### config.mk
export PLATFORM = sky130hd
export DESIGN_NAME = ingress_fifo
export DESIGN_NICKNAME = d
export VERILOG_FILES = /design/src/hw/ualink_pkg.sv /design/src/hw/ingress_fifo.sv
export SDC_FILE = /design/constraint.sdc
export NUM_CORES = 1
export LEC_CHECK = 0
export BUFFER_PORTS_ARGS = -buffer_cell sky130_fd_sc_hd__buf_2
export CAP_MARGIN = 5
export CORE_MARGIN = 2
export CORE_UTILIZATION = 61
export DETAILED_ROUTE_END_ITERATION = 16
export GPL_TIMING_DRIVEN = 0
export MAX_ROUTING_LAYER = met4
export PLACE_DENSITY_LB_ADDON = 0.08
export SYNTH_ARGS = -nofsm -noshare
export SYNTH_HDL_FRONTEND = slang
export SYNTH_SLANG_ARGS = --single-unit
### constraint.sdc
create_clock -name axi_aclk -period 7.9 [get_ports axi_aclk]
set_clock_uncertainty 0.2 [all_clocks]
set_input_delay 0.79 -clock axi_aclk [delete_from_list [all_inputs] [get_ports axi_aclk]]
set_output_delay 0.79 -clock axi_aclk [all_outputs]
set_load 0.02 [all_outputs]
### src/hw/ualink_pkg.sv
// ~~~~~~~~~~~~~~~~~~~~
// shared types and constants for the command engine
// word and address typedefs, opcodes, header fields, FSM states
// ~~~~~~~~~~~~~~~~~~~~

package ualink_pkg;

   // stream and memory word
   typedef logic [63:0] word_t;

   // 256-deep memory, so 8-bit addresses wrap on their own
   typedef logic [7:0]  ram_addr_t;
   typedef logic [15:0] opcode_t;

   // beat counter, sized for an eight word burst
   typedef logic [2:0]  burst_cnt_t;

   localparam opcode_t OP_WRITE = 16'h0245;   // header + 8 data words
   localparam opcode_t OP_READ  = 16'h0145;   // header only, 8 words back

   // header field positions
   localparam int OPCODE_MSB = 63;
   localparam int OPCODE_LSB = 48;
   localparam int ADDR_LSB   = 0;    // width follows ram_addr_t

   typedef enum logic [1:0] {
      dec_idle,      // waiting for a header at the FIFO head
      dec_fwd,       // passing an unknown packet through
      dec_wr_data,   // feeding write data to the memory
      dec_rd_wait    // read burst in progress
   } decode_state_t;

   typedef enum logic [1:0] {
      exec_idle,
      exec_write,
      exec_read
   } exec_state_t;

endpackage

### src/hw/ingress_fifo.sv
// ~~~~~~~~~~~~~~~~~~~~
// ingress FIFO for the slave stream
// first-word-fall-through, data and tlast side by side
// ~~~~~~~~~~~~~~~~~~~~

`timescale 1ns/1ps

module ingress_fifo #(
   parameter int FIFO_DEPTH_BITS = 4
) (
   input  logic                axi_aclk,
   input  logic                axi_resetn,

   // slave stream
   input  ualink_pkg::word_t   s_axis_tdata,
   input  logic                s_axis_tlast,
   input  logic                s_axis_tvalid,
   output logic                s_axis_tready,

   // head of queue
   output ualink_pkg::word_t   fifo_data,
   output logic                fifo_last,
   output logic                fifo_valid,
   input  logic                fifo_pop
);

   localparam int DEPTH = 2 ** FIFO_DEPTH_BITS;

   typedef logic [FIFO_DEPTH_BITS-1:0] ptr_t;
   typedef logic [FIFO_DEPTH_BITS:0]   count_t;   // one extra bit to tell full from empty

   ualink_pkg::word_t data_mem [DEPTH];
   logic              last_mem [DEPTH];

   ptr_t   wr_ptr;
   ptr_t   rd_ptr;
   count_t count;
   logic   push;
   logic   pop;

   assign s_axis_tready = (count != count_t'(DEPTH));   // stall only when full
   assign fifo_valid    = (count != '0);
   assign push          = s_axis_tvalid && s_axis_tready;
   assign pop           = fifo_pop && fifo_valid;

   // oldest entry straight from the array, no read delay
   assign fifo_data = data_mem[rd_ptr];
   assign fifo_last = last_mem[rd_ptr];

   always_ff @(posedge axi_aclk) begin
      if (push) begin
         data_mem[wr_ptr] <= s_axis_tdata;
         last_mem[wr_ptr] <= s_axis_tlast;
      end
   end

   always_ff @(posedge axi_aclk) begin
      if (!axi_resetn) begin
         wr_ptr <= '0;
         rd_ptr <= '0;
         count  <= '0;
      end else begin
         if (push) wr_ptr <= wr_ptr + ptr_t'(1);   // pointers wrap at DEPTH
         if (pop)  rd_ptr <= rd_ptr + ptr_t'(1);
         case ({push, pop})
            2'b10:   count <= count + count_t'(1);
            2'b01:   count <= count - count_t'(1);
            default: count <= count;   // both or neither
         endcase
      end
   end

endmodule

* After elaboration in Yosys (flattened, before gate mapping)
Memories as Yosys holds them, arrays and structs flattened. A register that Yosys moved wholly into a read port is not among the register bits.
Cells that the tools add are included.
** Word-level totals
- Bits in registers :: 13
- Memory bits (writable) :: 1040
- Bits of input ports :: 69
- Output and inout port bits :: 67
- Word-level logic and storage cells :: 23
- Memories kept :: 2
** Cells by class
- $add $sub $neg :: 4
- Eq/ne operators :: 3
- Muxes and demuxes :: 7
- Reductions and logical operators :: 4
** Memory list
- data_mem :: words 16, bits a word 64, read ports 1, clocked after Yosys merged registers in 1, write ports 1, line ingress_fifo.sv:32 : ualink_pkg::word_t data_mem [DEPTH];
- last_mem :: words 16, bits a word 1, read ports 1, clocked after Yosys merged registers in 1, write ports 1, line ingress_fifo.sv:33 : logic last_mem [DEPTH];
** Operators by type and width (number)
- 2-to-1 mux 4 bit :: 4
- one-hot mux 5 bit (2 select lines) :: 1
- adder 4 x 1 -> 4 bit, second input constant :: 2
- adder 5 x 1 -> 5 bit, second input constant :: 1
- inequality test 5 bit, second input constant :: 1
- nonzero test 5 bit :: 1
- subtractor 5 x 1 -> 5 bit, second input constant :: 1
- equality test 2 x 1 -> 1 bit, second input constant :: 1
- equality test 2 bit, second input constant :: 1
- logical AND 1 bit :: 2
- 2-to-1 mux 1 bit :: 2
- nonzero test 2 bit :: 1

* Logic depth before layout (Yosys ltp)
- Depth in word-level cells :: 4
- Gate-level depth with buffers :: 12
- Depth with buffers taken out :: 10

* Worst setup path before layout
Ideal clock, no wire load.
- Path kind :: input port to flip-flop
- Start :: input s_axis_tvalid
- End :: memory data_mem[0][0] (netlist name) (enable)
- Library setup time :: 0.568 ns
- Data arrival time :: 5.802 ns
- Slack :: 1.330 ns
- Cell stages on the path :: 3
- Buffers on the path :: 0
- Path through :: a21boi_1 -> nand2_1 -> nor3_1
** Between the ends
- Longest elaborated chain between the ends :: 3
** RTL lines
- from (decl) :: line ingress_fifo.sv:17 : input logic s_axis_tvalid,
- logical AND 1 bit :: line ingress_fifo.sv:43 : assign push = s_axis_tvalid && s_axis_tready;
- 2-to-1 mux 1 bit :: line ingress_fifo.sv:51 : if (push) begin
- 2-to-1 mux 1 bit (implied by the code) :: line ingress_fifo.sv:52 : data_mem[wr_ptr] <= s_axis_tdata;
- to (decl) :: line ingress_fifo.sv:32
Every way passes these cells.

==> out/results.ini <==
[clocking]
cts.sinks = 1057
cts_hold_buf = 0
clockRootBuffer = clkbuf_16
cts_inserted_buffers = 104
ctsLongestPathBuffers = 3
h-tree-depth = 3
cts_tree = done
clkTransAtPathRegs_ns = 0.06
post_cts_buffers = 0
clk_latency_ns = 0.64
cts_resized = 0

[layout]
regArea_um2 = 31600
instances_no_fill = 2958
drive_gt1_frac = 0.312
fin_util = 0.710
finalNetCount = 2088
multiInputGateArea_um2 = 7920
area_growth_pct = 15.0
fillers = 3838

[timing]
period_share = 0.573
drv_slew = 0
min_period_ns = 4.53
setup_violations = 0
tightest_slew_ns = 1.07
setup_tns_ns = 0
fmax_mhz = 221
maxSlewHeadroom = 0.289
hold_viol = 0
rsz0062_at_grt = false

[yosys]
synth_cell_types = 46
synth_async_sr_flop_share = 0
synth_fa_ha_area_frac = 0.00251
synth-seq-cells = 1057
synthSimpleGateAreaFrac = 0.0155
synth_enable_flop_cells = 1040
synthFlopType = edfxtp_1
ys_seq_area_frac = 0.792
yosysWarnings = 0
avgSynthCellArea_um2 = 23.2
synth-compound-area-share = 0.0288
netlist_area_um2 = 39900
synthMuxAreaShare = 0.148
synth-xor-area-share = 0.00132
synth_top_family_by_area = multiplexers
syn_nets = 1794
syn_inst = 1717

[grt]
grt_max_degree = 27
grt_pass1_wl_um = 128000
grtUsageMet2 = 0.431
grt_overflow = 0
met3_usage = 0.0440
grt_usage = 0.272
met1_usage = 0.376
grt_busiest_layer = met2
grt_pass1_vias = 19876
antenna_found_initial = 10

[route]
vias_per_cell = 6.46
drtPass1Iterations = 6
ant_nets = 0
drtIter0Drc = 2096
vias = 19107
wl_per_cell_um = 29.2
routed_wl_um = 86400
drc = 0

[worst_setup_path]
crit_chain = buf_2 > buf_2 > buf_1 > mux4_2 > a22oi_1 > nand2_1 > buf_2
cp.required_ns = 6.91
cp_common_cell = buf_2
cp_max_fo = 10
critPathKind = reg2out
worstSetupStartpointType = flop
worstSetupEndpointType = output pin
crit_slowest_cell = buf_1
crit_path_max_incr_delay_ns = 0.68
crit_arrival_ns = 3.54

[floorplanning]
die_x_um = 260
initial_utilization = 0.617
die_h_um = 260
num_rows = 93
dieArea_um2 = 67400
core-area_um2 = 64600
io_pins = 136

[job]
maxCapViolCount = 0

[power]
power_uw = 13500
ir_drop_uv = 216
power.density_nw_per_um2 = 295
leakagePower_uw = 0.0146

[placed_design]
place_hpwl_um = 53100
place_congestion = 0.740
placed_cells = 2760
port_buffers = 134

[min_path]
hold_class = in2reg

[status]
status = completed

[metrics by stage]
step / hold slack (ns) / instance area [um2] / worst slack, ns
after floorplan: 0.329 / 39900 / 1.33
after global placement: 0.349 / 41600 / -3.57
after detailed placement: 0.366 / 42500 / 3.98
after CTS: 0.274 / 45800 / 3.39
after global routing: 0.309 / 45900 / 3.34
final: 0.307 / 45900 / 3.37
[final timing paths]
| path | endpoint | slack (ns) | startpoint | depth (start not counted) |
|---|---|---|---|---|
| hold reg to reg | wr_ptr[3]$_SDFFE_PN0P_ | 0.37 | wr_ptr[0]$_SDFFE_PN0P_ | 2 |
| setup reg to reg | data_mem[0][36]$_DFFE_PP_ | 4.37 | count[0]$_SDFFE_PN0P_ | 8 |
| hold / removal | data_mem[4][12]$_DFFE_PP_ | 0.31 | s_axis_tdata[12] | 1 |
| setup / recovery | fifo_data[0] | 3.37 | flop | 7 |
[report_power, final]
part           internal (uW)  total (uW)  switching [uW]
Clock                   2810        4820            2010
Sequential              6340        6390            46.0
Combinational           1000        2310            1310
[cells in the mapped netlist, types with 3 or more instances]
master	count	area share
nor2_1	15	0.0014
clkbuf_1	39	0.0037
mux2i_1	4	0.0010
ha_1	8	0.0025
mux4_2	260	0.15
nand2_1	74	0.0070
nand3_1	4	0.00050
edfxtp_1	1040	0.78
buf_1	21	0.0020
nor2b_1	9	0.0014
nor3_1	5	0.00063
buf_2	16	0.0020
inv_1	5	0.00047
xnor2_1	5	0.0011
nand4_1	3	0.00047
dfxtp_1	17	0.0085
a22oi_1	130	0.024
o21a_1	4	0.00075
and2_1	8	0.0013
buf_4	17	0.0032
nand2b_1	3	0.00047
[registers in the layout, summed over array words and instances (netlist names), named ones only]
register and count:
last_mem 16, data_mem 1024, wr_ptr 4, count 5, rd_ptr 4
[layer usage]
layer | vias to the layer above | part of all wire | routed length [um]
li1 | 7962 | - | -
met1 | 10238 | 0.40 | 34900
met2 | 782 | 0.51 | 43600
met3 | 125 | 0.068 | 5910
met4 | 0 | 0.023 | 1980
met5 | - | 0 | 0
[critical path, delay by kind of cell, from the launching register on]
family	cells	cell delay (ns)
DFF	1	0.30
buffers and inverters	4	1.67
muxes	1	0.42
and+or+nand+nor	1	0.22
AOI/OAI and AO/OA	1	0.24
[cell usage in the layout (no fill, tap or decap), types with 2 or more instances in the layout]
cell        instances
edfxtp_1         1040
mux4_2            260
buf_2             150
a22oi_1           130
clkbuf_16         105
nand2_1            74
clkbuf_1           60
buf_4              26
buf_12             26
buf_1              21
buf_6              21
clkinv_2           20
clkinv_1           19
dfxtp_1            17
nor2_4             12
bufinv_16          11
diode_2            10
nor2b_1             9
and2_1              8
ha_1                8
inv_6               6
inv_1               5
xnor2_1             5
nor3_2              4
mux2i_1             4
nand3_1             4
o21a_1              4
nand2b_1            3
nor2_1              3
nand4_1             3
clkinvlp_4          3
nand3b_1            2
a21oi_1             2
nand4b_1            2
o2111ai_1           2
clkbuf_8            2
[area by class of cell]
cell class	instances	area share
diodes	10	0.000546
plain buffers	96	0.0100
clock buffers	128	0.0596
clock inverters	60	0.0128
inverters	5	0.000409
multi-input cells	559	0.173
flip-flops and latches	1057	0.688
well taps	855	0.0233
repair buffers	188	0.0321
[kinds of logic (layout without fill, tap and decap cells)]
| logic type | after synthesis | after routing |
|---|---|---|
| flops | 1057 | 1057 |
| mux | 264 | 264 |
| compound gates | 149 | 149 |
| simple gates | 132 | 132 |
| buf+inv | 101 | 477 |
| fa+ha+maj | 8 | 8 |
| xor+xnor | 6 | 6 |
| other cells | 0 | 10 |
Power figures use the tool's default switching activity.
