**src/hw/ualink_pkg.sv**
```systemverilog
// ~~~~~~~~~~~~~~~~~~~~
// shared types and constants for the command engine
// word and address typedefs, opcodes, header fields, FSM states
// ~~~~~~~~~~~~~~~~~~~~

package ualink_pkg;

   // stream and memory word
   typedef logic [63:0] word_t;

   // 256-deep memory, so 8-bit addresses wrap on their own
   typedef logic [7:0]  ram_addr_t;
   typedef logic [15:0] opcode_t;

   // beat counter, sized for an eight word burst
   typedef logic [2:0]  burst_cnt_t;

   localparam opcode_t OP_WRITE = 16'h0245;   // header + 8 data words
   localparam opcode_t OP_READ  = 16'h0145;   // header only, 8 words back

   // header field positions
   localparam int OPCODE_MSB = 63;
   localparam int OPCODE_LSB = 48;
   localparam int ADDR_LSB   = 0;    // width follows ram_addr_t

   typedef enum logic [1:0] {
      dec_idle,      // waiting for a header at the FIFO head
      dec_fwd,       // passing an unknown packet through
      dec_wr_data,   // feeding write data to the memory
      dec_rd_wait    // read burst in progress
   } decode_state_t;

   typedef enum logic [1:0] {
      exec_idle,
      exec_write,
      exec_read
   } exec_state_t;

endpackage

```
**src/hw/rsp_stream.sv**
```systemverilog
// ~~~~~~~~~~~~~~~~~~~~
// output stage onto the master stream
// merges forward and read paths, two-entry skid buffer
// ~~~~~~~~~~~~~~~~~~~~

`timescale 1ns/1ps

module rsp_stream (
   input  logic                axi_aclk,
   input  logic                axi_resetn,

   input  logic                fwd_valid,
   input  ualink_pkg::word_t   fwd_data,
   input  logic                fwd_last,
   output logic                fwd_ready,

   input  logic                rd_valid,
   input  ualink_pkg::word_t   rd_data,
   input  logic                rd_last,
   output logic                rd_ready,

   output ualink_pkg::word_t   m_axis_tdata,
   output logic                m_axis_tvalid,
   output logic                m_axis_tlast,
   input  logic                m_axis_tready
);

   ualink_pkg::word_t in_data;
   logic              in_last;
   logic              in_valid;
   logic              accept;
   logic              out_stall;

   // second entry
   ualink_pkg::word_t skid_data;
   logic              skid_last;
   logic              skid_valid;

   // sources are never active together
   assign in_valid = fwd_valid || rd_valid;
   assign in_data  = rd_valid ? rd_data : fwd_data;
   assign in_last  = rd_valid ? rd_last : fwd_last;

   assign fwd_ready = !skid_valid;
   assign rd_ready  = !skid_valid;
   assign accept    = in_valid && !skid_valid;
   assign out_stall = m_axis_tvalid && !m_axis_tready;

   always_ff @(posedge axi_aclk) begin
      if (out_stall) begin
         if (accept) begin   // park it behind the stalled word
            skid_data <= in_data;
            skid_last <= in_last;
         end
      end else if (skid_valid) begin
         m_axis_tdata <= skid_data;
         m_axis_tlast <= skid_last;
      end else if (accept) begin
         m_axis_tdata <= in_data;
         m_axis_tlast <= in_last;
      end
   end

   always_ff @(posedge axi_aclk) begin
      if (!axi_resetn) begin
         m_axis_tvalid <= 1'b0;
         skid_valid    <= 1'b0;
      end else if (out_stall) begin
         if (accept) skid_valid <= 1'b1;
      end else begin
         m_axis_tvalid <= skid_valid || accept;
         skid_valid    <= 1'b0;   // skid drains into the output
      end
   end

endmodule

```
**config.mk**
```make
export PLATFORM = sky130hd
export DESIGN_NAME = rsp_stream
export DESIGN_NICKNAME = d
export VERILOG_FILES = /design/src/hw/ualink_pkg.sv /design/src/hw/rsp_stream.sv
export SDC_FILE = /design/constraint.sdc
export NUM_CORES = 1
export LEC_CHECK = 0
export BUFFER_PORTS_ARGS = -buffer_cell sky130_fd_sc_hd__buf_2
export CORE_MARGIN = 2
export CORE_UTILIZATION = 54
export DETAILED_ROUTE_END_ITERATION = 8
export GPL_TIMING_DRIVEN = 0
export HOLD_SLACK_MARGIN = 0.1
export PLACE_DENSITY = 0.86
export RECOVER_POWER = 50
export SKIP_LAST_GASP = 1
export SLEW_MARGIN = 10
export SYNTH_ARGS = -nofsm -noshare
export SYNTH_HDL_FRONTEND = slang
export SYNTH_SLANG_ARGS = --single-unit
```
**constraint.sdc**
```tcl
create_clock -name axi_aclk -period 13.8 [get_ports axi_aclk]
set_input_delay 0.69 -clock axi_aclk [delete_from_list [all_inputs] [get_ports axi_aclk]]
set_output_delay 0.69 -clock axi_aclk [all_outputs]
set_load 0.02 [all_outputs]
```
* Yosys cells after proc, flatten, opt, wreduce, memory -nomap -nowiden
Index checks and enable logic that the tools add are counted.
** Cells by class
- Mux-type cells :: 6
- Bitwise gates (word level) :: 1
- Reduce and logical (&&, ||, !) cells :: 10
** Operators by type and width (number)
- 64-bit 2-to-1 mux :: 3
- 2-bit AND reduction :: 3
- 1-bit 2-to-1 mux :: 3
- 1-bit logical AND :: 2
- 1-bit logical NOT :: 2
- 1-bit logical OR :: 2
- 2-bit nonzero test :: 1
- 1-bit NOT :: 1
** Word-level totals
- Flip-flop bits (word level) :: 132
- Input port bits :: 135
- Output and inout bits :: 68

* Depth between registers and ports, before layout
Gate-level depths: netlist of the first run.
- Word-level depth :: 4
- Mapped depth :: 4
- Depth with buffers taken out :: 2

* Worst setup path before layout of the first run
OpenSTA, ideal clock, no wires.
- Kind :: input to register
- Start :: input port rd_valid
- End :: register m_axis_tdata[0] (enable)
- Data arrival time :: 5782 ps
- Required time :: 13213 ps
- Setup slack :: 7431 ps
- Cell stages on the path :: 4
- Path buffers :: 2
- Cell sequence :: buf_6 -> buf_6 -> nor2_1 -> a21boi_0
** Between the ends
- Word-level cells in the longest chain between the ends :: 4
** RTL lines
- start: declaration :: RTL line rsp_stream.sv:17 : input logic rd_valid,
- 1-bit logical OR :: RTL line rsp_stream.sv:40 : assign in_valid = fwd_valid || rd_valid;
- 1-bit logical AND :: RTL line rsp_stream.sv:46 : assign accept = in_valid && !skid_valid;
- 2-bit nonzero test (no line)
- 2-bit AND reduction (no line)
- end signal: assignment :: RTL line rsp_stream.sv:56 : m_axis_tdata <= skid_data;
- end signal: assignment :: RTL line rsp_stream.sv:59 : m_axis_tdata <= in_data;
- end: declaration :: RTL line rsp_stream.sv:22 : output ualink_pkg::word_t m_axis_tdata,
Every way passes these cells.
A chain may end at the register's enable or synchronous reset.

* Final worst setup path of the first run
- Start :: input port rd_valid
- End :: register skid_data[26] (enable)
** Between the ends
- Word-level cells in the longest chain between the ends :: 3
** RTL lines
- 1-bit logical OR :: RTL line rsp_stream.sv:40
- 1-bit logical AND :: RTL line rsp_stream.sv:46
- 2-bit AND reduction (no line)
- end signal: assignment :: RTL line rsp_stream.sv:52 : skid_data <= in_data;
- end: declaration :: RTL line rsp_stream.sv:35 : ualink_pkg::word_t skid_data;
Every way passes these cells.

==> impl_metrics.toml, run 1 <==
[placed_design]
place.gp.congestion = 0.780
io_buffers = 201
hpwlAfterDp_um = 8140

[setup_path]
cp_slowest_cell = "nor3_1"
cp_max_fo = 11
critPathCaptureType = "flop"
cp_common_cell = "clkbuf_1"
slowest_delay_ns = 0.64
rr_startpoint = "m_axis_tvalid$_SDFFE_PN0N_"
r2r_setup_slack_ns = 11.13
path_cells = "clkbuf_1 > clkbuf_1 > nor2_1 > nor3_1 > clkbuf_1 > clkbuf_1 > buf_6"
crit_cells = 7
r2r_cells = 5
critPathCapture = "skid_data[26]$_DFFE_PP_"
crit_buf_inv = 5
required_ns = 14.02
setup.worst_path.start_class = "input port"
r2r-end = "skid_data[26]$_DFFE_PP_"
critPathLaunch = "rd_valid"
critPathKind = "in -> reg"
worstPathArrival_ns = 3.72
cp_top_family = "buffers and inverters"

[timing]
fmax_ghz = 0.285
setup_tns_ns = 0
fin_crit_ns = 3.50
worst_pin_slew_ns = 0.781
hold_violations = 0
report.final.slew_viol_count = 0
fin_crit_sh = 0.254
clock_skew_ns = 0.0116
finalSetupViolations = 0
slew_headroom = 0.475
rsz0062_at_grt = "false"

[status]
outcome = "finished clean"

[hold_path]
hold_start = "axi_resetn"
hp-class = "in -> reg"

[clocking]
cts_tree = "yes"
clock_sinks = 132
htreeDepth = 4
cts_setup_buffers = 0
clkLatencyLatePin_ns = 0.52
clkTransAtPathRegs_ns = 0.06
cts_resized = 0
cts.path.max_buffers = 2
ctsHoldBuffers = 0
root_buffer = "clkbuf_8"
cts_buffers = 17

[grt]
grt_usage = 0.209
grt_pass1_wl_um = 17600
grt_max_degree = 28
antenna_found_initial = 0
grt-ovfl-total = 0
grt_pass1_vias = 3569

[die]
die_y_um = 106
dieWidth_um = 106
start_util = 0.553
die-area_um2 = 11300
row_count = 37
design.core.area_um2 = 10200
pin_count = 203

[power]
peakVddDrop_mv = 0.0807
p_leak_nw = 2.85
p_per_area_nw_per_um2 = 141

[synthesis]
syn_area_per_cell_um2 = 19.9
ys_ff_latch = 132
synth_warnings = 0
synth_top_family_by_area = "multiplexers"
yosys.area_share.simple = 0.00487
synthesis.area_um2 = 5660
synth_fa_ha_area_frac = 0
synth_compound_area_frac = 0.00265
synth_cell_types = 14
yosysSeqAreaShare = 0.697
netlist_instances = 285
synth_xor_area_frac = 0
muxShareOfSynthArea = 0.277
syn_nets = 420

[routing]
routed_via_density = 5.11
vias = 3380
ant_nets = 0
drt_first_pass_iters = 4
drc_errors = 0
wl_um = 11300
drtIter0Drc = 115
routedWlPerCell_um = 17.0

[final_layout]
antenna_cells = 0
multiInputGateArea_um2 = 1530
fillers = 719
final_util = 0.716
area_delta_synth_final_pct = 29.5
regArea_um2 = 3940
drive_gt1_frac = 0.527
nets = 648

[run]
cap_violations = 0
kinds of logic (layout without fill, tap and decap cells):
group,after synthesis,in the layout
and+or+nand+nor,5,5
muxes,130,130
AOI/OAI and AO/OA,2,2
DFF,132,132
buffers and inverters,16,257
registers in the layout, indices dropped and copies added (netlist names):
| signal | cells |
|---|---|
| m_axis_tlast | 1 |
| m_axis_tdata | 64 |
| m_axis_tvalid | 1 |
| skid_valid | 1 |
| skid_last | 1 |
| skid_data | 64 |
how the worst min path moves through the flow:
stage,endpoint,cells past startpoint
global placement,skid_valid$_SDFFE_PN0P_,2
detailed placement,m_axis_tdata[21]$_DFFE_PP_,1
floorplan,m_axis_tdata[0]$_DFFE_PP_,1
global route,skid_valid$_SDFFE_PN0P_,2
finish,m_axis_tvalid$_SDFFE_PN0N_,2
CTS,m_axis_tvalid$_SDFFE_PN0N_,2
per-stage QoR:
step | worst slack (ns) | cell area [um2] | hold WS [ns] | total power, W | std cells
after global placement | 5.14 | 6830 | 0.510 | 0.000625 | 622
after global routing | 10.0 | 7330 | 0.414 | 0.00107 | 662
after CTS | 11.17 | 7530 | 0.416 | 0.00105 | 662
after floorplan | 7.43 | 5660 | 0.525 | 0.000577 | 285
final | 10.30 | 7330 | 0.439 | 0.00103 | 662
after detailed placement | 11.37 | 6950 | 0.534 | 0.000630 | 630
cells in the mapped netlist, drive strengths merged:
master	n	share of area
mux2	130	0.28
a21boi	2	0.0027
edfxtp	130	0.69
nand2b	1	0.0011
clkbuf	3	0.0020
inv	1	0.00066
nor3b	1	0.0013
nor3	2	0.0018
nor2	1	0.00066
dfxtp	2	0.0071
buf	12	0.015
metal layers:
layer  GRT usage  vias to the layer above  part of all wire
met1       0.239                     1630              0.40
met5           0                        -                 0
met4       0.105                        0             0.015
met3      0.0607                       16             0.062
li1            -                     1585                 -
met2       0.358                      149              0.52
cell type report:
cell class	instances	area share
buffer	15	0.00888
clock buffer	17	0.0565
clock inverter	15	0.0217
inverter	1	0.000512
multi-input combinational	137	0.208
sequential	132	0.538
tap	136	0.0232
timing repair buffer	209	0.143
worst reg2reg max path: stages, from the launching register on:
cell and delay (ns):
dfxtp_1 0.34, nand2b_1 0.11, nor3_1 0.66, clkbuf_1 0.55, clkbuf_1 0.48, buf_6 0.24
cell usage in the layout, fill, tap and decap left out:
cell type / netlist / layout
buf_2: 7 / 168
edfxtp_1: 130 / 130
mux2_2: 102 / 69
mux2_1: 0 / 59
clkbuf_1: 3 / 50
clkbuf_16: 0 / 16
clkinvlp_4: 0 / 5
clkinv_4: 0 / 5
buf_4: 1 / 3
mux2_4: 28 / 2
nor3_1: 2 / 2
bufinv_16: 0 / 2
dfxtp_1: 2 / 2
inv_1: 1 / 1
nor2_1: 1 / 1
nand2b_1: 1 / 1
a21boi_4: 0 / 1
a21boi_0: 2 / 1
nor3b_1: 1 / 1
clkbuf_8: 0 / 1
clkinv_2: 0 / 1
clkinv_1: 0 / 1
inv_6: 0 / 1
buf_6: 4 / 1
buf_12: 0 / 1
buf_16: 0 / 1
power breakdown:
| group | total, W | internal, W | switching (W) | leakage, nW |
|---|---|---|---|---|
| sequential | 0.000486 | 0.000478 | 0.00000743 | 1.26 |
| combinational | 0.000123 | 0.0000524 | 0.0000703 | 1.32 |
| clock | 0.000423 | 0.000257 | 0.000166 | 0.264 |
Power figures use the tool's default switching activity.
==> run 2, diff against run 1 <==
CORE_UTILIZATION = 50   (was 54)
PLACE_DENSITY = 0.8   (was 0.86)
clock period = 3.3 ns   (was 13.8 ns; I/O delays follow)
==> impl_metrics.toml, run 2 (same netlist as run 1, synthesis figures left out) <==
[setup_path]
crit_buf_inv = 3
r2r-end = "skid_data[7]$_DFFE_PP_"
critPathCaptureType = "flop"
r2r_cells = 5
critPathKind = "reg -> reg"
worstPathArrival_ns = 2.47
rr_startpoint = "m_axis_tvalid$_SDFFE_PN0N_"
path_cells = "nand2b_1 > nor3_1 > buf_8 > buf_16 > buf_16"
slowest_delay_ns = 0.97
setup.worst_path.start_class = "flop"
required_ns = 3.41
cp_slowest_cell = "nor3_1"
cp_top_family = "simple AND/OR/NAND/NOR gates"
cp_max_fo = 20
r2r_setup_slack_ns = 0.94
cp_common_cell = "buf_16"

[grt]
grt_usage = 0.248
grt_pass1_vias = 4394
grt-ovfl-total = 0
antenna_found_initial = 0
grt_pass1_wl_um = 21800
grt_max_degree = 23

[die]
dieWidth_um = 110
die-area_um2 = 12200
row_count = 38
design.core.area_um2 = 10900
start_util = 0.517
die_y_um = 110
pin_count = 203

[routing]
drt_first_pass_iters = 4
ant_nets = 0
route.met3.wl_um = 815
route.met2.wl_um = 7910
vias = 3997
wl_um = 14600
dr.max_layer_used = "met4"
routed_via_density = 5.01
drtIter0Drc = 148
routedWlPerCell_um = 18.3
drc_errors = 0
wl_met1_um = 5430

[clocking]
cts_resized = 0
ctsHoldBuffers = 132
cts_tree = "yes"
clkLatencyLatePin_ns = 0.41
htreeDepth = 4
clkTransAtPathRegs_ns = 0.06
clock_sinks = 132
cts.path.max_buffers = 2
root_buffer = "clkbuf_16"
cts_buffers = 17
cts_setup_buffers = 0

[status]
outcome = "finished clean"

[final_layout]
nets = 779
drive_gt1_frac = 0.405
largestRegisters = "m_axis_tdata x64, skid_data x64"
final_common_cell = "buf_2"
area_delta_synth_final_pct = 55.5
mostFrequentLayoutCells = "buf_2, dlygate4sd3_1, edfxtp_1"

[power]
p_per_area_nw_per_um2 = 547
p_leak_nw = 3.43
power.total_w = 0.00481
peakVddDrop_mv = 0.370

[hold_path]
min_to = "skid_valid$_SDFFE_PN0P_"
hold_path_depth = 3
hold_start = "m_axis_tready"
hp-class = "in -> reg"

[run]
cap_violations = 0

[timing]
fin_crit_sh = 0.715
fmax_ghz = 0.424
clock_skew_ns = 0.00678
worst_pin_slew_ns = 1.19
hold_violations = 0
rsz0062_at_grt = "false"
report.final.slew_viol_count = 0
fin_hold_ws_ns = 0.113
finalSetupViolations = 0
slew_headroom = 0.199
fin_crit_ns = 2.36

[placed_design]
io_buffers = 201
place.gp.congestion = 0.742
hpwlAfterDp_um = 8490
run 2: changes by cell type in the layout (fill, tap and decap cells not counted), moves of 4 or more:
cell,change
buf_6,+4
inv_6,+4
mux2_2,+11
clkinvlp_4,-5
buf_2,-28
clkbuf_1,+20
dlygate4sd3_1,+132
mux2_1,-10
run 2: how the worst max path moves through the flow:
stage	start	endpoint	slack (ns)	cells past startpoint
after floorplan	skid_valid$_SDFFE_PN0P_	m_axis_tdata[0]$_DFFE_PP_	0.14	3
after global placement	skid_valid$_SDFFE_PN0P_	m_axis_tdata[27]$_DFFE_PP_	-0.85	3
after detailed placement	skid_valid$_SDFFE_PN0P_	m_axis_tdata[27]$_DFFE_PP_	1.01	6
after CTS	skid_valid$_SDFFE_PN0P_	m_axis_tdata[24]$_DFFE_PP_	1.00	6
after global routing	m_axis_tvalid$_SDFFE_PN0N_	skid_data[20]$_DFFE_PP_	0.81	5
final	m_axis_tvalid$_SDFFE_PN0N_	skid_data[7]$_DFFE_PP_	0.94	5
run 2: tightest hold or removal path, stage by stage:
cell      delay [ns]
buf_2           0.08
nand2b_1        0.17
nor3b_1         0.06
run 2: final cells by class:
class                   count  area (um2)
plain buffers              15        97.6
repair buffers            340        2400
clock inverters            15         225
well taps                 140         175
diodes                      1        2.50
multi-input cells         137        1520
clock buffers              17         425
inverters                   1        3.75
flip-flops and latches    132        3940
fillers                   633        2140
run 2: power by group:
part | internal [W] | switching [W]
Clock | 0.00135 | 0.000731
Combinational | 0.000355 | 0.000338
Sequential | 0.00200 | 0.0000369
run 2: stage by stage:
stage	setup slack (ns)	instances	TNS (ns)	instance area, um2	utilization
2_1_floorplan	0.144	285	0	5670	-
3_3_place_gp	-0.850	626	-60.49	6850	0.627
3_5_place_dp	1.01	633	0	7020	0.642
4_1_cts	1.00	797	0	8990	0.822
5_1_grt	0.809	797	0	8790	0.804
6_report	0.939	798	0	8800	0.804
run 2: per-layer routing:
metal  track usage  up-vias
li1              -     1853
met1         0.264     1952
met2         0.463      160
met3        0.0506       32
met4         0.123        0
met5             0        -
