<file path="src/hw/ualink_pkg.sv">
// ~~~~~~~~~~~~~~~~~~~~
// shared types and constants for the command engine
// word and address typedefs, opcodes, header fields, FSM states
// ~~~~~~~~~~~~~~~~~~~~

package ualink_pkg;

   // stream and memory word
   typedef logic [63:0] word_t;

   // 256-deep memory, so 8-bit addresses wrap on their own
   typedef logic [7:0]  ram_addr_t;
   typedef logic [15:0] opcode_t;

   // beat counter, sized for an eight word burst
   typedef logic [2:0]  burst_cnt_t;

   localparam opcode_t OP_WRITE = 16'h0245;   // header + 8 data words
   localparam opcode_t OP_READ  = 16'h0145;   // header only, 8 words back

   // header field positions
   localparam int OPCODE_MSB = 63;
   localparam int OPCODE_LSB = 48;
   localparam int ADDR_LSB   = 0;    // width follows ram_addr_t

   typedef enum logic [1:0] {
      dec_idle,      // waiting for a header at the FIFO head
      dec_fwd,       // passing an unknown packet through
      dec_wr_data,   // feeding write data to the memory
      dec_rd_wait    // read burst in progress
   } decode_state_t;

   typedef enum logic [1:0] {
      exec_idle,
      exec_write,
      exec_read
   } exec_state_t;

endpackage

</file>
<file path="src/hw/cmd_decode.sv">
// ~~~~~~~~~~~~~~~~~~~~
// header decode and packet sequencer
// steers each packet to the write, read or forward path
// ~~~~~~~~~~~~~~~~~~~~

`timescale 1ns/1ps

module cmd_decode #(
   parameter int BURST_LEN = 8
) (
   input  logic                    axi_aclk,
   input  logic                    axi_resetn,

   // from the ingress FIFO
   input  ualink_pkg::word_t       fifo_data,
   input  logic                    fifo_last,
   input  logic                    fifo_valid,
   output logic                    fifo_pop,

   // command side of the memory engine
   output logic                    cmd_start,
   output logic                    cmd_is_read,
   output ualink_pkg::ram_addr_t   cmd_addr,
   output logic                    wr_valid,
   output ualink_pkg::word_t       wr_data,
   input  logic                    exec_busy,

   // forward path to the output stage
   output logic                    fwd_valid,
   output ualink_pkg::word_t       fwd_data,
   output logic                    fwd_last,
   input  logic                    fwd_ready
);

   localparam ualink_pkg::burst_cnt_t LAST_BEAT = ualink_pkg::burst_cnt_t'(BURST_LEN - 1);

   ualink_pkg::decode_state_t state;
   ualink_pkg::decode_state_t state_next;
   ualink_pkg::burst_cnt_t    wr_cnt;
   ualink_pkg::opcode_t       opcode;

   // header fields, only meaningful in idle
   assign opcode      = fifo_data[ualink_pkg::OPCODE_MSB:ualink_pkg::OPCODE_LSB];
   assign cmd_addr    = fifo_data[ualink_pkg::ADDR_LSB +: $bits(ualink_pkg::ram_addr_t)];
   assign cmd_is_read = (opcode == ualink_pkg::OP_READ);

   // payload goes straight from the FIFO head
   assign wr_data  = fifo_data;
   assign fwd_data = fifo_data;
   assign fwd_last = fifo_last;

   always_comb begin
      state_next = state;
      cmd_start  = 1'b0;
      fifo_pop   = 1'b0;
      wr_valid   = 1'b0;
      fwd_valid  = 1'b0;
      case (state)
         ualink_pkg::dec_idle: begin
            // nothing new starts until the engine has drained
            if (fifo_valid && !exec_busy) begin
               if (opcode == ualink_pkg::OP_WRITE) begin
                  cmd_start  = 1'b1;
                  fifo_pop   = 1'b1;
                  state_next = ualink_pkg::dec_wr_data;
               end else if (opcode == ualink_pkg::OP_READ) begin
                  cmd_start  = 1'b1;
                  fifo_pop   = 1'b1;
                  state_next = ualink_pkg::dec_rd_wait;
               end else begin
                  fwd_valid = 1'b1;   // header goes out as the first word
                  if (fwd_ready) begin
                     fifo_pop = 1'b1;
                     if (!fifo_last) state_next = ualink_pkg::dec_fwd;
                  end
               end
            end
         end
         ualink_pkg::dec_fwd: begin
            fwd_valid = fifo_valid;
            if (fifo_valid && fwd_ready) begin
               fifo_pop = 1'b1;
               if (fifo_last) state_next = ualink_pkg::dec_idle;
            end
         end
         ualink_pkg::dec_wr_data: begin
            // memory takes a word every cycle, no handshake needed
            wr_valid = fifo_valid;
            fifo_pop = fifo_valid;
            if (fifo_valid && wr_cnt == LAST_BEAT) state_next = ualink_pkg::dec_idle;
         end
         ualink_pkg::dec_rd_wait: begin
            if (!exec_busy) state_next = ualink_pkg::dec_idle;
         end
         default: state_next = ualink_pkg::dec_idle;
      endcase
   end

   always_ff @(posedge axi_aclk) begin
      if (!axi_resetn) begin
         state  <= ualink_pkg::dec_idle;
         wr_cnt <= '0;
      end else begin
         state <= state_next;
         if (cmd_start)     wr_cnt <= '0;
         else if (wr_valid) wr_cnt <= wr_cnt + ualink_pkg::burst_cnt_t'(1);
      end
   end

endmodule

</file>
<file path="config.mk">
export PLATFORM = sky130hd
export DESIGN_NAME = cmd_decode
export DESIGN_NICKNAME = d
export VERILOG_FILES = /design/src/hw/ualink_pkg.sv /design/src/hw/cmd_decode.sv
export SDC_FILE = /design/constraint.sdc
export NUM_CORES = 1
export LEC_CHECK = 0
export ABC_CLOCK_PERIOD_IN_PS = 1500
export BUFFER_PORTS_ARGS = -buffer_cell sky130_fd_sc_hd__buf_2
export CORE_MARGIN = 5
export CORE_UTILIZATION = 28
export DETAILED_ROUTE_END_ITERATION = 12
export PLACE_DENSITY = 0.78
export SLEW_MARGIN = 10
export SYNTH_ARGS = -nofsm -noshare
export SYNTH_HDL_FRONTEND = slang
export SYNTH_SLANG_ARGS = --single-unit
</file>
<file path="constraint.sdc">
create_clock -name axi_aclk -period 1.5 [get_ports axi_aclk]
set_input_delay 0.3 -clock axi_aclk [delete_from_list [all_inputs] [get_ports axi_aclk]]
set_output_delay 0.3 -clock axi_aclk [all_outputs]
set_load 0.02 [all_outputs]
</file>
---- Word-level counts from Yosys, hierarchy flattened ----
Cells that the tools add are included.
word-level totals
  flip-flop bits (word level) ............. 5
  latch bits .............................. 0
  RAM bits ................................ 0
  ROM bits ................................ 0
  logic and storage cells ................. 49
  memories ................................ 0
cells by class
  add/subtract/negate cells ............... 1
  multiply operators ...................... 0
  divide/modulo/power cells ............... 0
  order comparisons ....................... 0
  eq/ne operators ......................... 13
  shifts and indexed selects .............. 0
  muxes and demuxes ....................... 25
  bitwise logic cells ..................... 1
  reduce and logical (&&, ||, !) cells .... 7
operators by type and width
  operator                                                                  number
  2-bit 2-to-1 mux                                                          9
  16-bit by 10-bit equality test with 1-bit output (second input constant)  1
  16-bit by 9-bit equality test with 1-bit output (second input constant)   1
  1-bit 2-to-1 mux                                                          13
  2-bit != test (second input constant)                                     5
  4-bit != test (second input constant)                                     2
  2-bit case mux with 4 select lines                                        1
  7-bit AND reduction                                                       1
  2-bit equality test (second input constant)                               2
  3-bit by 1-bit adder with 3-bit output (second input constant)            1
  3-bit equality test (second input constant)                               1
  1-bit logical AND                                                         3
  1-bit case mux with 3 select lines                                        1
  2-bit by 1-bit equality test with 1-bit output (second input constant)    1
  2-bit logical NOT                                                         1
  1-bit case mux with 2 select lines                                        1
  2-bit OR reduction                                                        1
  1-bit logical NOT                                                         1
  1-bit inverter                                                            1

---- Logic depth before layout (Yosys ltp) ----
Gate-level depths: netlist (run 1).
  depth after elaboration ................. 6
  mapped depth ............................ 5

---- Worst setup path after synthesis (run 1) ----
Ideal clock, no wire load.
  path kind ............................... input port to output port
  start point ............................. in fifo_data[55]
  end point ............................... out fifo_pop
  arrival time ............................ 1.415 ns
  setup slack ............................. -0.215 ns
  stages .................................. 4
  cell sequence ........................... nor4b_2 > nand4_2 > a21o_2 > a31oi_1
on the way
  longest elaborated chain between the ends .. 5
ends and longest elaborated chain
  element                                          RTL line          source
  from (decl)                                      cmd_decode.sv:15  input ualink_pkg::word_t fifo_data,
  16-bit by 9-bit equality test with 1-bit output  cmd_decode.sv:66  end else if (opcode == ualink_pkg::OP_READ) begin
  1-bit 2-to-1 mux                                 cmd_decode.sv:66
  1-bit 2-to-1 mux *                               cmd_decode.sv:62  if (opcode == ualink_pkg::OP_WRITE) begin
  1-bit 2-to-1 mux *                               cmd_decode.sv:61  if (fifo_valid && !exec_busy) begin
  1-bit case mux with 3 select lines *             cmd_decode.sv:58  case (state)
  to (decl)                                        cmd_decode.sv:18  output logic fifo_pop,
Every way passes the cells marked *; elsewhere a longest branch is shown, timed or not.

---- Worst setup path after layout (run 1) ----
  start point ............................. in fifo_data[59]
  end point ............................... out fwd_valid
on the way
  longest elaborated chain between the ends .. 5
ends and longest elaborated chain
  element                                          RTL line          source
  16-bit by 9-bit equality test with 1-bit output  cmd_decode.sv:66
  1-bit 2-to-1 mux                                 cmd_decode.sv:66
  1-bit 2-to-1 mux *                               cmd_decode.sv:62
  1-bit 2-to-1 mux *                               cmd_decode.sv:61
  1-bit case mux with 2 select lines *             cmd_decode.sv:58
  to (decl)                                        cmd_decode.sv:29  output logic fwd_valid,
Marks and branches as above.

==> results by group, run 1 <==
Synth
  – Number of synthesized flops with an enable pin: 0
  – Post-Syn Nets: 260
  – Synth async-reset ratio: 0%
  – Post-Synthesis Cells: 188
  – Synth Area per Inst: 7.753 um2
  – Flops & latches, synth: 5
  – Syn. warnings: 0
  – Sequential area share after synthesis: between 6 and 7%
  – Most used DFF post-synth: dfxtp_1
  – Distinct cells, synth: 29
  – Syn Std Cell Area: 0.001458 mm2

STA
  – Post-layout min period: approximately 1.7 ns
  – Slew HR: 81.06%
  – Least-Margin Pin Slew: 0.2829 ns
  – RSZ-0062 raised after global routing: true
  – Final setup margin: -0.2463 ns
  – Crit share post-route: 116.4%
  – Final Hold Vio Count: 0
  – WHS: ~0.37 ns
  – Fmax: 572.6 MHz
  – Clock Skew: 0.004201 ns
  – Finish-stage setup viols: 4
  – Count of final max-slew check failures: 0
  – Setup TNS: -0.7308 ns

Drt
  – Detail-routed net length per standard cell: 13.47 um
  – Drt initial violations: 5
  – Overall routed net length: 2720 um
  – 1st-pass router iterations: 4
  – Post-route DRC: 0
  – DR vias/cell: 3.975
  – Vias: 803
  – ANT nets after route: 0

Run status
  – Status: complete, but fails checks
  – Failing checks: setup timing

Critical path
  – Worst EP required: 1.20 ns
  – CP Launch Type: input port
  – Crit end category: output pin
  – Worst Path Arrival: around 1.5 ns
  – CP Max Fanout: 3
  – Worst R2R Path Depth: 6
  – Crit Path Class: in -> out

Finish
  – Cell area after layout: 0.001101 mm2
  – Layout cell share with drive strength beyond 1: 70.45%
  – Post-Layout Cell Count: 202
  – Diode count: 0
  – Final layout net count: approximately 200
  – Most common cell after layout, fill and taps aside: buf_2
  – Most frequent cells in the layout: buf_2 (53), buf_4 (19), nand2_1 (5), buf_6 (5)
  – Area Growth Syn to Fin: -24.46%

Pwr
  – Pwr dens: 560.3 mW/mm2
  – Peak supply drop: 494.9 uV
  – Net Sw Power: 199.7 uW
  – Combinational share of power: 38.4%
  – Clock share of power: ~40%
  – Power, Total: 616.9 uW
  – Switching part of the total: 32.37%
  – Internal power: 417.2 uW
  – Leak: 0.5642 nW
  – Reg power frac: 21.8%

Clocking
  – Htree depth: 1
  – Skew-Pair Late Insertion Delay: 0.22 ns
  – Max Buffers Root-to-Sink: 2
  – Num CTS Buffers: 3
  – Root Driver: clkbuf_8
  – # hold bufs at CTS: 0
  – Clock Pin Slew Worst Setup and Hold Paths: 0.03 ns
  – CTS tree: done
  – CTS Sinks: 5

Floorplanning
  – Die width: 82.15 um
  – Site row count: 26
  – Num ports: 212
  – Core area: about 0.0051 mm2
  – Die area: 0.006749 mm2
  – Chip Height: just over 80 um
  – Starting Density: between 20% and 30%

Global route
  – Largest net degree at the start of global routing: 9
  – Gr ovfl total: 0
  – Gr usage total: 7.644%
  – Number of global-route vias before repair: 860
  – Initial antenna violation count: 0
  – Global-route wire length before repair: 4084 um

Min path
  – Hold Path Stages: 3
  – Hold Crit Class: in -> reg

Placement
  – Input/output buffers: 59
  – DP HPWL: 2321 um
  – Placement-stage cell area: 983.4 um2
  – Gpl congestion: approximately 0.74
  – Placed Cells: 196

Run
  – Max cap viols: 0
==> synthesized netlist by cell type, types with 2 or more instances <==
library cell	number	area share, %
buf_4	137	71
dfxtp_1	5	6.9
nand2_1	5	1.3
nor2_1	5	1.3
inv_1	4	1.0
a21oi_1	3	1.0
mux2i_1	3	2.1
ha_1	2	1.7
nand2b_1	2	0.86
nor3b_1	2	1.0
o21ai_0	2	0.69
==> repair_timing <==
item / CTS / global route
setup endpoints to repair: 4 / 4
buffers inserted: 1 / 1
pin swaps: 4 / 5
gates resized for setup: 14 / 3
endpoints found under the hold margin: 0 / 0
==> critical path: stages <==
cell and delay, ns:
buf_8 0.10, nor4b_4 0.33, nand4_4 0.14, a21o_4 0.22, a32o_2 0.22, buf_6 0.13
==> routing by layer <==
| layer | global-route usage (%) | routed length (um) |
|---|---|---|
| met5 | 0 | 0 |
| met3 | 5.857 | 519 |
| met2 | 10.82 | 1098 |
| met1 | 7.922 | 948 |
| met4 | 4.651 | 153 |
==> sequential cells by signal, indices dropped and copies added, names as in the netlist <==
signal  cells
wr_cnt      3
state       2
==> cells by family (layout without fill, tap and decap cells) <==
family | count (synthesis) | after routing | share of synthesized area (%)
xor gates and xnor gates | 1 | 1 | 0.6010
adders and majority gates | 2 | 2 | 1.716
AOI/OAI and AO/OA | 12 | 12 | 6.353
DFF | 5 | 5 | 6.867
and+or+nand+nor | 23 | 23 | 10.47
buffers and inverters | 142 | 86 | 71.93
muxes | 3 | 3 | 2.060
==> through the flow <==
stage,utilization (%),worst slack (ns)
after floorplan,-,-0.06241
after global placement,19.38,-0.2996
after detailed placement,19.38,-0.3005
after CTS,21.30,-0.2651
after global routing,21.70,-0.2944
final,21.70,-0.2463
==> power groups by stage <==
stage / logic [mW] / registers (mW) / clock network (mW)
6_report: 0.237 / 0.135 / 0.245
5_1_grt: 0.254 / 0.135 / 0.266
3_3_place_gp: 0.227 / 0.137 / 0
2_1_floorplan: 0.572 / 0.136 / 0
3_5_place_dp: 0.229 / 0.137 / 0
4_1_cts: 0.238 / 0.135 / 0.248
==> final cells by class <==
cell class	instances	area (um2)
Fill cell	577	3974
Timing Repair Buffer	78	479.2
Multi-Input combinational cell	41	372.9
Sequential cell	5	101.3
Tap cell	70	87.58
Clock buffer	4	45.04
Inverter	4	15.01
==> worst paths after layout <==
kind         slack, ns          start         to
max              -0.25  fifo_data[59]  fwd_valid
min               0.37     axi_resetn  wr_cnt[0]
max reg2reg       0.06       state[1]  wr_cnt[1]
min reg2reg       0.53      wr_cnt[1]  wr_cnt[1]
Note: power is estimated with default switching activity, not from simulation.
==> run 2, diff against run 1 <==
--- a/config.mk
+++ b/config.mk
@@ -5,6 +5,7 @@
 export SDC_FILE = /design/constraint.sdc
 export NUM_CORES = 1
 export LEC_CHECK = 0
+export ABC_AREA = 1
 export ABC_CLOCK_PERIOD_IN_PS = 1500
 export BUFFER_PORTS_ARGS = -buffer_cell sky130_fd_sc_hd__buf_2
 export CORE_MARGIN = 5
==> results by group, run 2 <==
Placement
  – Gpl congestion: 0.8154
  – Place WS: -0.08925 ns
  – DP HPWL: 2232 um
  – Input/output buffers: 59

Finish
  – Final layout net count: 234
  – Utilization after layout: 23.15%
  – Most frequent cells in the layout: buf_2 (49), buf_4 (21), nand2_1 (16)
  – Top Registers: wr_cnt x3, state x2
  – Area Growth Syn to Fin: -19.67%
  – Most common cell after layout, fill and taps aside: buf_2
  – Diode count: 0
  – Fill count: 584
  – Largest register FFs: 3
  – Top reg by flops: wr_cnt
  – Layout cell share with drive strength beyond 1: 75.16%

Synth
  – Synth Area in Simple Gates: 14.46%
  – Post-synthesis compound-gate area fraction: 2.737%
  – Syn Std Cell Area: 0.001463 mm2
  – Number of synthesized flops with an enable pin: 0
  – Most common cell in the netlist: buf_4
  – Distinct cells, synth: 14
  – Post-Syn Nets: 286
  – Most common library cells after synthesis: buf_4 (137), nand2_1 (23), nor2_1 (10)
  – Post-Synth Adder-Cell Area: 1.711%
  – Proportion of synthesized area in mux cells: 0%
  – Syn. warnings: 0
  – Synth async-reset ratio: 0%
  – Most used DFF post-synth: dfxtp_1
  – Xor/xnor share of the synthesized area: less than 1%
  – Yosys top cell area share: 70.32%
  – Largest family of logic cells by synthesized area: buffers and inverters
  – Synth area leaders: buf_4 (70%), dfxtp_1 (6.8%), nand2_1 (5.9%)
  – Synth Area per Inst: between 6 and 7 um2
  – Post-Synthesis Cells: 214
  – Sequential area share after synthesis: just under 7%
  – Flops & latches, synth: 5
  – Synth area leader: buf_4

STA
  – Count of final max-slew check failures: 0
  – Least-Margin Pin Slew: 0.1438 ns
  – Clock Skew: 0.0001480 ns
  – Final Hold Vio Count: 0
  – Post-layout min period: 1.525 ns
  – Slew HR: between 90% and 100%
  – Finish-stage setup viols: 1
  – Fmax: 655.6 MHz
  – RSZ-0062 raised after global routing: true
  – Final setup margin: -0.02530 ns
  – Crit share post-route: 101.7%

Global route
  – Number of global-route vias before repair: 848
  – Gr usage total: ~7.4%
  – Initial antenna violation count: 0
  – Gr ovfl total: 0
  – Largest net degree at the start of global routing: 6
  – Global-route wire length before repair: between 3000 and 4000 um

Clocking
  – Htree depth: 1
  – Root Driver: clkbuf_8
  – Num CTS Buffers: 3
  – Max Buffers Root-to-Sink: 2
  – Clock Pin Slew Worst Setup and Hold Paths: 0.03 ns
  – CTS tree: done
  – CTS Sinks: 5
  – Skew-Pair Late Insertion Delay: about 0.22 ns
  – # hold bufs at CTS: 0

Floorplanning
  – Site row count: 26
  – Die width: 82.28 um
  – Starting Density: 28.82%
  – Core area: 0.005075 mm2
  – Num ports: 212
  – Die area: between 0.006 and 0.007 mm2
  – Chip Height: a little over 80 um

Drt
  – Post-route DRC: 0
  – Detail-routed net length per standard cell: 12.23 um
  – Vias: between 800 and 900
  – Overall routed net length: about 2800 um
  – DR vias/cell: 3.784
  – Drt initial violations: 14
  – 1st-pass router iterations: 4
  – ANT nets after route: 0

Pwr
  – Pwr dens: 563.7 mW/mm2
  – Leak: 0.6234 nW
  – Power, Total: ~660 uW
  – Peak supply drop: 273.7 uV

Critical path
  – Crit end category: output pin
  – Crit Path Class: in -> out
  – CP Launch Type: input port
  – Worst EP required: 1.20 ns
  – Worst Path Arrival: 1.23 ns
  – CP Max Fanout: 2

Run status
  – Failing checks: setup timing
  – Status: complete, but fails checks

Min path
  – Hold Crit Class: in -> reg

Run
  – Max cap viols: 0
-- run 2: cells by family (layout without fill, tap and decap cells) --
family | count (synthesis) | after routing
flip-flops | 5 | 5
adder cells (fa/ha/maj) | 2 | 2
AO/OA/AOI/OAI | 8 | 8
AND/OR/NAND/NOR | 48 | 48
buffers and inverters | 150 | 97
XOR/XNOR | 1 | 1
-- run 2: final cells by class --
class	instances	area, um2	area share [%]
timing repair buffer	80	515.5	43.88
tap	70	87.58	7.455
sequential	5	102.6	8.733
multi-input combinational	59	372.9	31.74
inverter	13	51.30	4.366
clock buffer	4	45.04	3.834
-- run 2: metal layers --
layer  vias to the layer above  track usage, %  share of wire, %
met2                        64           11.70                48
li1                        407               -                 -
met5                         -               0                 0
met4                         0           11.30                10
met1                       358           4.925                23
met3                        45           4.013                19
-- run 2: power breakdown --
| part | switching [mW] | internal, mW | leakage (nW) |
|---|---|---|---|
| Clock | 0.0635 | 0.182 | 0.0228 |
| Combinational | 0.157 | 0.120 | 0.559 |
| Sequential | 0.00295 | 0.136 | 0.0413 |
-- run 2: path summary, 6_finish.rpt --
check / to / slack [ns] / depth (start not counted) / start
worst max-delay path: fifo_pop / -0.03 / 11 / fifo_data[58]
worst min-delay path: state[1] / 0.31 / 3 / axi_resetn
worst max register to register: wr_cnt[1] / 0.19 / 9 / state[1]
worst min register to register: wr_cnt[1] / 0.46 / 2 / wr_cnt[1]
-- run 2: repair_timing --
item,in CTS,in global routing
setup buffers,2,2
gates resized for setup,15,32
pin swaps,7,14
setup endpoints to repair,2,4
-- run 2: worst max-delay path: stages --
cell	delay (ns)
buf_6	0.10
nor2_4	0.12
nand3_2	0.08
nor2_2	0.11
nand2_2	0.07
nand2_2	0.07
nand2_2	0.06
inv_2	0.06
o21ai_2	0.05
nand2_1	0.07
buf_6	0.12
-- run 2: stage by stage --
step | hold slack, ns | TNS, ns | std cells | instance area, um2
final | 0.3113 | -0.02530 | 231 | 1175
after global routing | 0.3231 | -0.1647 | 231 | 1175
after CTS | 0.3081 | -0.07425 | 229 | 1052
after detailed placement | 0.4607 | -0.09173 | 223 | 944.7
after global placement | 0.4544 | -0.09067 | 223 | 944.7
after floorplan | 0.4092 | 0 | 214 | 1463
==> run 3, diff against run 2 <==
--- a/config.mk
+++ b/config.mk
@@ -8,10 +8,12 @@
 export ABC_AREA = 1
 export ABC_CLOCK_PERIOD_IN_PS = 1500
 export BUFFER_PORTS_ARGS = -buffer_cell sky130_fd_sc_hd__buf_2
+export CAP_MARGIN = 15
 export CORE_MARGIN = 5
 export CORE_UTILIZATION = 28
 export DETAILED_ROUTE_END_ITERATION = 12
 export PLACE_DENSITY = 0.78
+export SKIP_CTS_REPAIR_TIMING = 1
 export SLEW_MARGIN = 10
 export SYNTH_ARGS = -nofsm -noshare
 export SYNTH_HDL_FRONTEND = slang
==> results by group, run 3 (synthesis gave the netlist of run 2 again) <==
Run status
  – Status: complete, but fails checks
  – Failing checks: setup timing

STA
  – Least-Margin Pin Slew: 0.1429 ns
  – Final Hold Vio Count: 0
  – Clock Skew: ~0.00015 ns
  – Post-layout min period: 1.514 ns
  – Count of final max-slew check failures: 0
  – Slew HR: 90.47%
  – Finish-stage setup viols: 1
  – Final setup margin: -0.01402 ns
  – Fmax: 660.5 MHz
  – Crit share post-route: 100.9%
  – RSZ-0062 raised after global routing: true

Critical path
  – Largest stage delay, worst path: around 0.12 ns
  – Critical path endpoint: fifo_pop
  – Worst R2R Path Depth: 9
  – Cell family with most CP delay: simple AND/OR/NAND/NOR gates
  – Worst Path Buf+Inv: 3
  – Worst Path Arrival: 1.21 ns
  – Crit Path Class: in -> out
  – CP Launch Type: input port
  – Worst EP required: 1.20 ns
  – CP Cell Sequence: buf_2, nor2_2, nand2_1, nor2_2, nand2_2, nand2_2, nand2_2, inv_2, o21ai_2, nand2_1, buf_6
  – Crit path from: fifo_data[61]
  – Reg2Reg Capture Point: state[1]
  – Slowest cell on crit path: buf_6
  – Crit end category: output pin
  – CP Max Fanout: 3
  – Levels on crit path: 11
  – Worst r2r src: wr_cnt[0]
  – Cell mode on critical path: nand2_2
  – R2R setup slack: 0.30 ns

Floorplanning
  – Die width: 82.28 um
  – Die area: about 0.0068 mm2
  – Num ports: 212
  – Site row count: 26
  – Starting Density: 28.82%
  – Core area: 0.005075 mm2
  – Chip Height: 82.28 um

Finish
  – Area of the multi-input gates: 351.6 um2
  – Fill count: 588
  – Diode count: 0
  – Area Growth Syn to Fin: -23.70%
  – Layout cell share with drive strength beyond 1: 69.81%
  – Largest register FFs: 3
  – Most frequent cells in the layout: buf_2 (52), buf_4 (21), nand2_1 (18)
  – Top Registers: wr_cnt x3, state x2
  – Final layout net count: 232
  – Sequential cell area: 102.6 um2
  – Cell area after layout: 0.001116 mm2
  – Top reg by flops: wr_cnt
  – Most common cell after layout, fill and taps aside: buf_2

Drt
  – Post-route DRC: 0
  – 1st-pass router iterations: 4
  – DR vias/cell: 3.764
  – Drt initial violations: 15
  – Overall routed net length: 2732 um
  – Vias: ~860
  – Detail-routed net length per standard cell: 11.93 um
  – ANT nets after route: 0

Pwr
  – Pwr dens: 580.3 mW/mm2
  – Power, Total: 647.6 uW
  – Peak supply drop: ~270 uV
  – Leak: 0.6099 nW

Clocking
  – Clock Pin Slew Worst Setup and Hold Paths: 0.03 ns
  – CTS Sinks: 5
  – Skew-Pair Late Insertion Delay: 0.22 ns
  – Max Buffers Root-to-Sink: 2
  – Htree depth: 1
  – Num CTS Buffers: 3
  – CTS tree: done
  – Root Driver: clkbuf_8

Placement
  – Gpl congestion: 0.8154
  – Placement-stage cell area: ~940 um2
  – Place WS: -0.08925 ns
  – DP HPWL: 2232 um
  – Input/output buffers: 59

Global route
  – Largest net degree at the start of global routing: 6
  – Gr usage total: 7.057%
  – Gr ovfl total: 0
  – Global-route wire length before repair: 3574 um
  – Initial antenna violation count: 0
  – Number of global-route vias before repair: 797

Run
  – Max cap viols: 0

Min path
  – Hold Crit Class: in -> reg
==> run 3: worst min path at each step <==
stage	from	to	slack [ns]	cells after the start
after global placement	wr_cnt[1]	wr_cnt[1]	0.45	2
final	axi_resetn	state[1]	0.31	3
after detailed placement	wr_cnt[1]	wr_cnt[1]	0.46	2
after floorplan	axi_resetn	state[1]	0.41	2
after CTS	axi_resetn	state[1]	0.32	3
after global routing	axi_resetn	state[0]	0.32	3
==> run 3: power breakdown <==
group          leakage [nW]  switching (mW)  internal, mW
Sequential           0.0413         0.00215         0.136
Combinational         0.546           0.153         0.111
Clock                0.0228          0.0635         0.182
==> run 3: area by class of cell <==
class | count | share of cell area (%)
Timing Repair Buffer | 78 | 42.83
Multi-Input combinational cell | 59 | 31.50
Sequential cell | 5 | 9.193
Tap cell | 70 | 7.848
Inverter | 13 | 4.596
Clock buffer | 4 | 4.036
==> run 3: per-layer routing <==
layer,global-route usage [%],part of all wire [%],vias up
met2,10.82,46,66
met3,4.121,19,47
met1,4.861,23,346
li1,-,-,403
met5,0,0,-
met4,10.80,11,0
==> run 3: per-stage QoR <==
stage / std cells / TNS [ns] / utilization [%] / hold WS (ns)
after floorplan: 214 / 0 / - / 0.4092
after CTS: 227 / -0.1268 / 19.50 / 0.3154
after global routing: 229 / -0.2759 / 21.99 / 0.3231
final: 229 / -0.01402 / 21.99 / 0.3113
after detailed placement: 223 / -0.09173 / 18.61 / 0.4607
after global placement: 223 / -0.09067 / 18.61 / 0.4544
==> run 3: tightest hold or removal path: cells and delay by family <==
kind	cells	cell delay, ns
buffers and inverters	2	0.16
AO/OA/AOI/OAI	1	0.03
